===== src/verilog/fp_mul_pkg.sv =====
/*
 * single precision format constants, vector typedefs
 * and the pipeline stage register structs
 */
`default_nettype none

package fp_mul_pkg;

    localparam int EXP_W     = 8;
    localparam int FRAC_W    = 23;
    localparam int MANT_W    = FRAC_W + 1;   // with hidden bit
    localparam int EXP_BIAS  = 127;
    localparam int EXP_MAX   = 255;
    localparam int PRODUCT_W = 2 * MANT_W;

    localparam logic [31:0] CANON_NAN = 32'hFFC0_0000;

    typedef logic [31:0]           fp32_t;
    typedef logic signed [9:0]     exp_t;    // headroom for under/overflow
    typedef logic [MANT_W-1:0]     mant_t;
    typedef logic [PRODUCT_W-1:0]  product_t;

    // stage 1 -> stage 2
    typedef struct packed {
        logic     sign;
        exp_t     exp;
        product_t product;
        logic     is_special;
        fp32_t    special_value;
    } fp_product_s;

    // stage 2 -> stage 3
    typedef struct packed {
        logic  sign;
        exp_t  exp;
        mant_t mant;
        logic  guard;
        logic  round_bit;
        logic  sticky;
        logic  is_special;
        fp32_t special_value;
    } fp_norm_s;

endpackage

`default_nettype wire


===== src/verilog/leading_one_detector.sv =====
/*
 * combinational leading zero count that returns WIDTH for all zeros
 */
`timescale 1ns/10ps
`default_nettype none

module leading_one_detector #(
    parameter int WIDTH = 48
) (
    input  logic [WIDTH-1:0]            data,
    output logic [$clog2(WIDTH):0]      lz_count
);

    localparam int CNT_W = $clog2(WIDTH) + 1;

    // scan upward so the highest set bit wins
    always_comb begin
        lz_count = CNT_W'(WIDTH);
        for (int i = 0; i < WIDTH; i++) begin
            if (data[i])
                lz_count = CNT_W'(WIDTH - 1 - i);
        end
    end

endmodule

`default_nettype wire


===== src/verilog/fp_mul_stage_product.sv =====
/*
 * first pipeline stage with operand classification, special case
 * resolution, significand product and combined exponent
 */
`timescale 1ns/10ps
`default_nettype none

module fp_mul_stage_product import fp_mul_pkg::*; (
    input  logic        clk,
    input  logic        rst,
    input  fp32_t       a,
    input  fp32_t       b,
    output fp_product_s stage_out
);

    typedef struct packed {
        logic zero;
        logic inf;
        logic nan;
    } fp_class_s;

    function automatic fp_class_s classify(input fp32_t x);
        logic [EXP_W-1:0]  e;
        logic [FRAC_W-1:0] f;
        fp_class_s         c;
        e      = x[FRAC_W +: EXP_W];
        f      = x[FRAC_W-1:0];
        c.zero = (e == '0) && (f == '0);
        c.inf  = (e == EXP_W'(EXP_MAX)) && (f == '0);
        c.nan  = (e == EXP_W'(EXP_MAX)) && (f != '0);
        return c;
    endfunction

    // hidden bit is 0 for a subnormal
    function automatic mant_t significand(input fp32_t x);
        return {x[FRAC_W +: EXP_W] != '0, x[FRAC_W-1:0]};
    endfunction

    // subnormals use exponent 1
    function automatic exp_t eff_exp(input fp32_t x);
        logic [EXP_W-1:0] e;
        e = x[FRAC_W +: EXP_W];
        if (e == '0)
            return exp_t'(1);
        return exp_t'(e);
    endfunction

    fp_class_s   cls_a, cls_b;
    fp_product_s nxt;
    logic        sign;

    assign cls_a = classify(a);
    assign cls_b = classify(b);
    assign sign  = a[31] ^ b[31];

    always_comb begin
        nxt      = '0;
        nxt.sign = sign;
        if (cls_a.nan || cls_b.nan) begin
            nxt.is_special    = 1'b1;
            nxt.special_value = CANON_NAN;
        end else if ((cls_a.inf && cls_b.zero) || (cls_a.zero && cls_b.inf)) begin
            nxt.is_special    = 1'b1;
            nxt.special_value = CANON_NAN;
        end else if (cls_a.inf || cls_b.inf) begin
            nxt.is_special    = 1'b1;
            nxt.special_value = {sign, {EXP_W{1'b1}}, {FRAC_W{1'b0}}};
        end else if (cls_a.zero || cls_b.zero) begin
            nxt.is_special    = 1'b1;
            nxt.special_value = {sign, {(EXP_W + FRAC_W){1'b0}}};
        end else begin
            nxt.product = product_t'(significand(a)) * product_t'(significand(b));
            nxt.exp     = eff_exp(a) + eff_exp(b) - exp_t'(EXP_BIAS) + exp_t'(1);
        end
    end

    always_ff @(posedge clk) begin
        if (rst)
            stage_out <= '0;
        else
            stage_out <= nxt;
    end

endmodule

`default_nettype wire


===== src/verilog/fp_mul_stage_normalize.sv =====
/*
 * second pipeline stage that left normalizes through the leading one
 * detector, denormalizes right on underflow and extracts guard/round/sticky
 */
`timescale 1ns/10ps
`default_nettype none

module fp_mul_stage_normalize import fp_mul_pkg::*; #(
    parameter int PRODUCT_WIDTH = 48
) (
    input  logic        clk,
    input  logic        rst,
    input  fp_product_s stage_in,
    output fp_norm_s    stage_out
);

    localparam int LZ_W       = $clog2(PRODUCT_WIDTH) + 1;
    localparam int MAX_RSHIFT = PRODUCT_WIDTH + 2;
    localparam int RSH_W      = $clog2(MAX_RSHIFT + 1);
    localparam int EXT_W      = PRODUCT_WIDTH + MAX_RSHIFT;

    logic [PRODUCT_WIDTH-1:0] prod;
    logic [LZ_W-1:0]          lz;
    logic [PRODUCT_WIDTH-1:0] shifted;
    logic [EXT_W-1:0]         ext;
    logic [PRODUCT_WIDTH-1:0] top;
    logic [RSH_W-1:0]         rshift;
    exp_t                     exp_norm;
    logic                     is_zero;
    fp_norm_s                 nxt;

    assign prod = stage_in.product;

    leading_one_detector #(
        .WIDTH(PRODUCT_WIDTH)
    ) u_lod (
        .data(prod),
        .lz_count(lz)
    );

    assign is_zero = (lz == LZ_W'(PRODUCT_WIDTH));

    always_comb begin
        rshift   = '0;
        shifted  = prod << lz;   // leading one to the top bit
        exp_norm = stage_in.exp - exp_t'(lz);
        ext      = {shifted, {MAX_RSHIFT{1'b0}}};
        if (exp_norm < exp_t'(1)) begin
            if (exp_norm < exp_t'(1 - MAX_RSHIFT))
                rshift = RSH_W'(MAX_RSHIFT);
            else
                rshift = RSH_W'(exp_t'(1) - exp_norm);
            ext      = ext >> rshift;   // low part collects shifted out bits
            exp_norm = '0;
        end
        top = ext[EXT_W-1 -: PRODUCT_WIDTH];

        nxt               = '0;
        nxt.sign          = stage_in.sign;
        nxt.is_special    = stage_in.is_special;
        nxt.special_value = stage_in.special_value;
        if (!is_zero) begin
            nxt.exp       = exp_norm;
            nxt.mant      = top[PRODUCT_WIDTH-1 -: MANT_W];
            nxt.guard     = top[PRODUCT_WIDTH-MANT_W-1];
            nxt.round_bit = top[PRODUCT_WIDTH-MANT_W-2];
            nxt.sticky    = (|top[PRODUCT_WIDTH-MANT_W-3:0]) | (|ext[MAX_RSHIFT-1:0]);
        end
    end

    always_ff @(posedge clk) begin
        if (rst)
            stage_out <= '0;
        else
            stage_out <= nxt;
    end

endmodule

`default_nettype wire


===== src/verilog/fp_mul_stage_round.sv =====
/*
 * third pipeline stage with round to nearest even, overflow to infinity
 * and packing of the IEEE word
 */
`timescale 1ns/10ps
`default_nettype none

module fp_mul_stage_round import fp_mul_pkg::*; (
    input  logic     clk,
    input  logic     rst,
    input  fp_norm_s stage_in,
    output fp32_t    z
);

    logic            round_up;
    logic [MANT_W:0] sum;
    mant_t           mant_r;
    exp_t            exp_r;
    fp32_t           z_next;

    always_comb begin
        // ties go to the even mantissa
        round_up = stage_in.guard & (stage_in.round_bit | stage_in.sticky | stage_in.mant[0]);
        sum      = {1'b0, stage_in.mant} + {{MANT_W{1'b0}}, round_up};

        if (sum[MANT_W]) begin   // renormalize on carry out
            mant_r = sum[MANT_W:1];
            exp_r  = stage_in.exp + exp_t'(1);
        end else begin
            mant_r = sum[MANT_W-1:0];
            exp_r  = stage_in.exp;
        end

        // subnormal rounded up into the normal range
        if (exp_r == '0 && mant_r[MANT_W-1])
            exp_r = exp_t'(1);

        if (stage_in.is_special)
            z_next = stage_in.special_value;
        else if (exp_r >= exp_t'(EXP_MAX))
            z_next = {stage_in.sign, {EXP_W{1'b1}}, {FRAC_W{1'b0}}};
        else
            z_next = {stage_in.sign, exp_r[EXP_W-1:0], mant_r[FRAC_W-1:0]};
    end

    always_ff @(posedge clk) begin
        if (rst)
            z <= '0;
        else
            z <= z_next;
    end

endmodule

`default_nettype wire


===== src/verilog/fp_multiplier.sv =====
/*
 * three stage pipelined single precision multiplier with latency 3
 */
`timescale 1ns/10ps
`default_nettype none

module fp_multiplier import fp_mul_pkg::*; #(
    parameter int PRODUCT_WIDTH = PRODUCT_W
) (
    input  logic  clk,
    input  logic  rst,
    input  fp32_t input_a,
    input  fp32_t input_b,
    output fp32_t output_z
);

    fp_product_s product_reg;   // stage 1 -> 2
    fp_norm_s    norm_reg;      // stage 2 -> 3

    fp_mul_stage_product u_product (
        .clk(clk),
        .rst(rst),
        .a(input_a),
        .b(input_b),
        .stage_out(product_reg)
    );

    fp_mul_stage_normalize #(
        .PRODUCT_WIDTH(PRODUCT_WIDTH)
    ) u_normalize (
        .clk(clk),
        .rst(rst),
        .stage_in(product_reg),
        .stage_out(norm_reg)
    );

    fp_mul_stage_round u_round (
        .clk(clk),
        .rst(rst),
        .stage_in(norm_reg),
        .z(output_z)
    );

endmodule

`default_nettype wire


===== config.mk =====
export PLATFORM = sky130hd
export DESIGN_NAME = fp_multiplier
export DESIGN_NICKNAME = d
export VERILOG_FILES = /design/src/verilog/fp_mul_pkg.sv /design/src/verilog/leading_one_detector.sv /design/src/verilog/fp_mul_stage_product.sv /design/src/verilog/fp_mul_stage_normalize.sv /design/src/verilog/fp_mul_stage_round.sv /design/src/verilog/fp_multiplier.sv
export SDC_FILE = /design/constraint.sdc
export NUM_CORES = 2
export LEC_CHECK = 0
export ABC_AREA = 1
export BUFFER_PORTS_ARGS = -buffer_cell sky130_fd_sc_hd__buf_4
export CAP_MARGIN = 5
export CORE_ASPECT_RATIO = 1.75
export CORE_MARGIN = 4
export CORE_UTILIZATION = 44
export DETAILED_ROUTE_END_ITERATION = 10
export MAX_ROUTING_LAYER = met4
export PLACE_DENSITY = 0.63
export SKIP_LAST_GASP = 1
export SYNTH_ARGS = -nofsm -noshare
export SYNTH_HDL_FRONTEND = slang
export SYNTH_SLANG_ARGS = --single-unit

===== constraint.sdc =====
create_clock -name clk -period 11.3 [get_ports clk]
set_input_delay 1.13 -clock clk [delete_from_list [all_inputs] [get_ports clk]]
set_output_delay 1.13 -clock clk [all_outputs]
set_load 0.02 [all_outputs]

### Word level (Yosys, flattened, before mapping)

Cells that the tools add are included.

| word-level totals | value |
|---|---|
| bits in registers | 195 |
| input port bits | 66 |
| output and inout bits | 32 |
| word-level logic and storage cells | 146 |

| operators by class | value |
|---|---|
| add/subtract/negate cells | 7 |
| multiply operators | 1 |
| $lt $le $gt $ge | 3 |
| equal/unequal tests | 3 |
| shifts and indexed selects | 2 |
| muxes and demuxes | 82 |
| bitwise gates (word level) | 5 |
| reduce and logical (&&, ||, !) cells | 28 |

Operators with widths:

| cell | number |
|---|---|
| $mux 7 | 47 |
| $mux 10 | 14 |
| $mux 33 | 4 |
| $mux 98 | 1 |
| $shr 98x6->98 | 1 |
| $reduce_or 50->1 | 1 |
| $mul 24x24->48 | 1 |
| $shl 48x7->48 | 1 |
| $logic_not 23->1 | 2 |
| $reduce_bool 23->1 | 2 |
| $mux 32 | 1 |
| $mux 31 | 1 |
| $add 24x1->25 | 1 |
| $mux 24 | 1 |
| $reduce_or 22->1 | 1 |
| $add 10x2->10 const B | 2 |
| $eq 8x8->1 const B | 2 |
| $logic_not 8->1 | 2 |
| $reduce_bool 8->1 | 2 |
| $mux 6 | 2 |
| $add 10x10->10 | 1 |
| $ge 10x9->1 const B | 1 |
| $logic_not 10->1 | 1 |
| $lt 10x2->1 const B | 1 |
| 16 further kinds | 38 |

### Logic depth before layout (Yosys ltp)

| logic depth | value |
|---|---|
| word-level depth | 56 |
| depth in mapped cells | 80 |
| gate-level depth less buffers | 80 |

### Modules after synthesis

From an unflattened synthesis, not the netlist that was laid out.

| second synthesis, totals | value |
|---|---|
| cells, all modules | 5,474 |
| area, all modules | 35,446.5 µm² |

By module, submodules not included:

| module | times used | cells each | area an instance (µm²) | seq. area each (µm²) |
|---|---|---|---|---|
| fp_mul_stage_product | 1 | 3,156 | 23,314.9 | 1,261.2 |
| fp_mul_stage_normalize | 1 | 1,746 | 8,999.9 | 1,421.4 |
| fp_mul_stage_round | 1 | 403 | 2,424.8 | 640.6 |
| leading_one_detector | 1 | 169 | 706.9 | 0.0 |

### Worst setup path after synthesis

No wires, ideal clock.

| timing | value |
|---|---|
| kind | input to register |
| start | input input_b[3] |
| end | register u_product.stage_out[77] (netlist bit) |
| library setup time | 122 ps |
| arrival time | 8,272 ps |
| data required time | 11,178 ps |
| setup slack | 2,906 ps |
| stages on the path | 39 |
| buffers on the path | 2 |
| cells stage by stage | clkbuf_1 clkbuf_1 nand2_1 fa_1 inv_1 fa_1 fa_1 fa_1 fa_1 fa_1 fa_1 ha_1 a21oi_1 inv_1 a31oi_1 o21bai_1 a21oi_1 nor2_1 [3 not listed] o21bai_1 a21o_1 a21oi_1 o21bai_1 nand2_1 nand2_1 a21oi_1 inv_1 nand3_1 o21bai_1 inv_1 o21ai_0 a21oi_1 inv_1 a21oi_1 o21ai_0 o21ai_0 a21oi_1 |

| on the way | value |
|---|---|
| cells in the longest elaborated chain, start to end | 5 |
| elaborated cells on any way between the ends | 13 |
| those cells by class | mul (1); reduce/logical (12) |

Ends and longest elaborated chain:

| item | line | RTL |
|---|---|---|
| from (decl) | fp_multiplier.sv:13 | `input fp32_t input_b,` |
| branches (longest 5 deep; another with $mul 24x24->48) | n/a |  |
| to (signal assigned) | fp_mul_stage_product.sv:81 | `stage_out <= nxt;` |
| to (decl) | fp_mul_stage_product.sv:13 | `output fp_product_s stage_out` |

Parallel ways; which one is timed is not known.
A chain may end at the register's enable or synchronous reset.

### Final worst setup path

| timing | value |
|---|---|
| start | input input_a[10] |
| end | register u_product.stage_out[77] (netlist bit) |

| on the way | value |
|---|---|
| cells in the longest elaborated chain, start to end | 5 |
| elaborated cells on any way between the ends | 13 |
| those cells by class | mul (1); reduce/logical (12) |

Ends and longest elaborated chain:

| item | line | RTL |
|---|---|---|
| from (decl) | fp_multiplier.sv:12 | `input fp32_t input_a,` |
| branches (longest 5 deep; another with $mul 24x24->48) | n/a |  |

Parallel ways; which one is timed is not known.

==> qor.json <==
{
  "sta": {
    "max_freq_ghz": 0.114,
    "final.setup_skew_ns": 0.0200,
    "setup_viol": 0,
    "fin_crit_share_pct": 77.4,
    "timing_max_transition_violations_final": 0,
    "finalHoldViolations": 0,
    "period_minus_slack_ns": 8.75,
    "rsz0062_at_grt": "false",
    "worst-slew-pin-transition_ns": 1.06,
    "timing.max_slew.rel_slack_pct": 28.9,
    "final_tns_setup_ns": 0
  },
  "route": {
    "routed_wirelength_um": 106000,
    "drt_pass1_iterations": 6,
    "top_layer": "met4",
    "avgRoutedWirePerCell_um": 19.9,
    "route.met2.wl_um": 56300,
    "vias_per_cell": 5.50,
    "via_count": 29400,
    "wl_met3_um": 5000,
    "drc": 0,
    "detail_route.iter0.violations": 1963,
    "routedLengthMet1_um": 33800,
    "ant_nets": 0
  },
  "yosys": {
    "synth_xor_xnor_area_share_pct": 1.19,
    "synth_area_leader_cell": "fa_1",
    "synth_fp_nets": 5299,
    "synth_area_um2": 31000,
    "number_of_distinct_standard_cells_referenced_by_the_synthesized_netlist": 57,
    "count_of_flip_flops_with_a_built_in_enable_after_synthesis": 0,
    "ys_dominant_reg_cell": "dfxtp_1",
    "seq_total_area_yosys_pct": 8.85,
    "synth-compound-area-share_pct": 5.12,
    "synth_top_family_by_area": "adder cells",
    "synthesized_area_fraction_occupied_by_adder_cells_pct": 39.3,
    "muxShareOfSynthArea_pct": 0,
    "synth.cells.most_frequent": "1,251 x nand2_1, 875 x inv_1, 682 x nand3_1",
    "syn_inst": 4551,
    "synth-warning-count": 0,
    "yosys.area.top_type_share_pct": 31.3,
    "synth-seq-cells": 137,
    "syn_avg_cell_area_um2": 6.81,
    "post_synth_and_or_nand_nor_area_fraction_pct": 31.3,
    "synth_top_area_cells": "fa_1 31%, nand2_1 15%, nand3_1 11%, inv_1 11%, dfxtp_1 8.9%",
    "synth-async-reset-ratio_pct": 0,
    "post-synth-top-count-cell": "nand2_1"
  },
  "setup_path": {
    "cp_common_cell": "inv_1",
    "critical_path.endpoint_type": "register",
    "slowest_stage_delay_on_critical_path_ns": 0.55,
    "setup.worst_path.start_class": "input pin",
    "critPathArrivalTime_ns": 9.09,
    "cp.required_ns": 11.64,
    "timing.critical_path.slowest_stage_cell": "fa_1",
    "worstPathMaxFanout": 25,
    "criticalPathCategory": "in -> reg"
  },
  "clock_network": {
    "cts-root-buf": "clkbuf_16",
    "tritoncts_buffers": 17,
    "clock_pin_slew_of_the_registers_on_the_worst_case_setup_and_hold_paths_ns": 0.07,
    "tritoncts_clock_tree": "done",
    "post_cts.resized_instances": 0,
    "max-clock-path-buffers": 2,
    "clock_sink_count": 137,
    "worst_skew_pair.late_latency_ns": 0.46,
    "cts_hold_repair_buffers": 0,
    "post-cts-setup-buffers": 0,
    "maximum_level_of_the_cts_h_tree": 4
  },
  "die": {
    "dieWidth_um": 209,
    "core_area_um2": 69700,
    "rows": 128,
    "start_util_pct": 44.5,
    "top_ports": 98,
    "design.die.area_um2": 74900,
    "die_ht_um": 359
  },
  "final_layout": {
    "final_nets": 5172,
    "synth_to_final_area_change_pct": 5.26,
    "post_route_cells_drive_above_1_share_pct": 4.64,
    "finish.cell_count_without_fillers": 5348
  },
  "worst_hold_path": {
    "path_category_of_the_worst_min_delay_check": "reg -> reg"
  },
  "global_route": {
    "antenna_found_initial": 1,
    "grt_pass1_wl_um": 165000,
    "first_global_vias": 30500,
    "global_route.usage.total_pct": 28.9,
    "globalRouteOverflowTotal": 0,
    "grt_start_max_net_pins": 59
  },
  "outcome": {
    "run_status": "complete, no violations"
  },
  "placement": {
    "detailedPlacementHpwl_um": 85600,
    "port_buffers": 97,
    "cell_count_after_placement": 5315,
    "place_congestion": 1.09
  },
  "flow_run": {
    "drv_cap": 0
  }
}
==> through the flow <==
stage | area, um2 | util (%) | hold slack (ns) | setup WS (ns)
2_1_floorplan | 31000 | - | 0.388 | 2.91
3_3_place_gp | 32000 | 45.9 | 0.395 | 2.30
3_5_place_dp | 32000 | 45.9 | 0.396 | 2.17
4_1_cts | 32600 | 46.8 | 0.408 | 2.64
5_1_grt | 32600 | 46.8 | 0.428 | 1.77
6_report | 32600 | 46.8 | 0.405 | 2.55
==> routing by layer <==
layer,up-vias,GRT usage [%]
li1,13700,-
met2,1113,53.4
met4,0,22.8
met5,-,-
met3,489,2.94
met1,14100,26.9
==> path summary, 6_finish.rpt <==
check | startpoint | endpoint | slack (ns) | cells after the start
hold reg to reg | u_product.stage_out[32] | u_normalize.stage_out[32] | 0.41 | 2
setup reg to reg | u_product.stage_out[33] | u_normalize.stage_out[33] | 2.58 | 75
setup / recovery | input_a[10] | u_product.stage_out[77] | 2.55 | 44
hold / removal | u_product.stage_out[32] | u_normalize.stage_out[32] | 0.41 | 2
==> worst max-delay path: cells and delay by family <==
kind,cells,cell delay [ns]
adder cells (fa/ha/maj),8,3.49
AO/OA/AOI/OAI,18,2.94
AND/OR/NAND/NOR,9,0.76
buffers and inverters,9,0.72
==> flip-flops by register name, indices dropped and copies added, names as in the netlist <==
name / count
u_normalize.stage_out: 42
u_product.stage_out: 63
u_round.z: 32
==> final cells by class <==
type / instances / area [um2]
multi-input combinational: 3262 / 23900
inverter: 885 / 3320
antenna: 1 / 2.50
sequential: 137 / 2740
timing repair buffer: 121 / 921
tap: 910 / 1140
clock buffer: 17 / 425
clock inverter: 15 / 194
fill: 7370 / 37000
==> cells by family (layout without fill, tap and decap cells) <==
family                   count (synthesis)  count (layout)
XOR/XNOR                                42              42
other                                    1               2
AND/OR/NAND/NOR                       2257            2257
buffers and inverters                 1152            1038
flip-flops                             137             137
adder cells (fa/ha/maj)                682             682
AO/OA/AOI/OAI                          280             280
==> cell usage in the layout (no fill, tap or decap), types with 7 or more instances in the layout <==
cell and count:
nand2_1 1251, inv_1 875, nand3_1 681, fa_1 484, ha_1 198, nor2_1 179
dfxtp_1 137, buf_4 120, a21oi_1 112, o21ai_0 86, nand4_1 44, nor4_1 28
nor3_1 25, xor2_1 25, xnor2_1 17, clkbuf_16 17, nand2_2 13, o21ai_1 13
a31oi_1 8, o21a_1 8, inv_2 7, o21bai_1 7
Power is not shown: default switching activity piles up to over one toggle a cycle in this logic, so the estimate is an artifact.
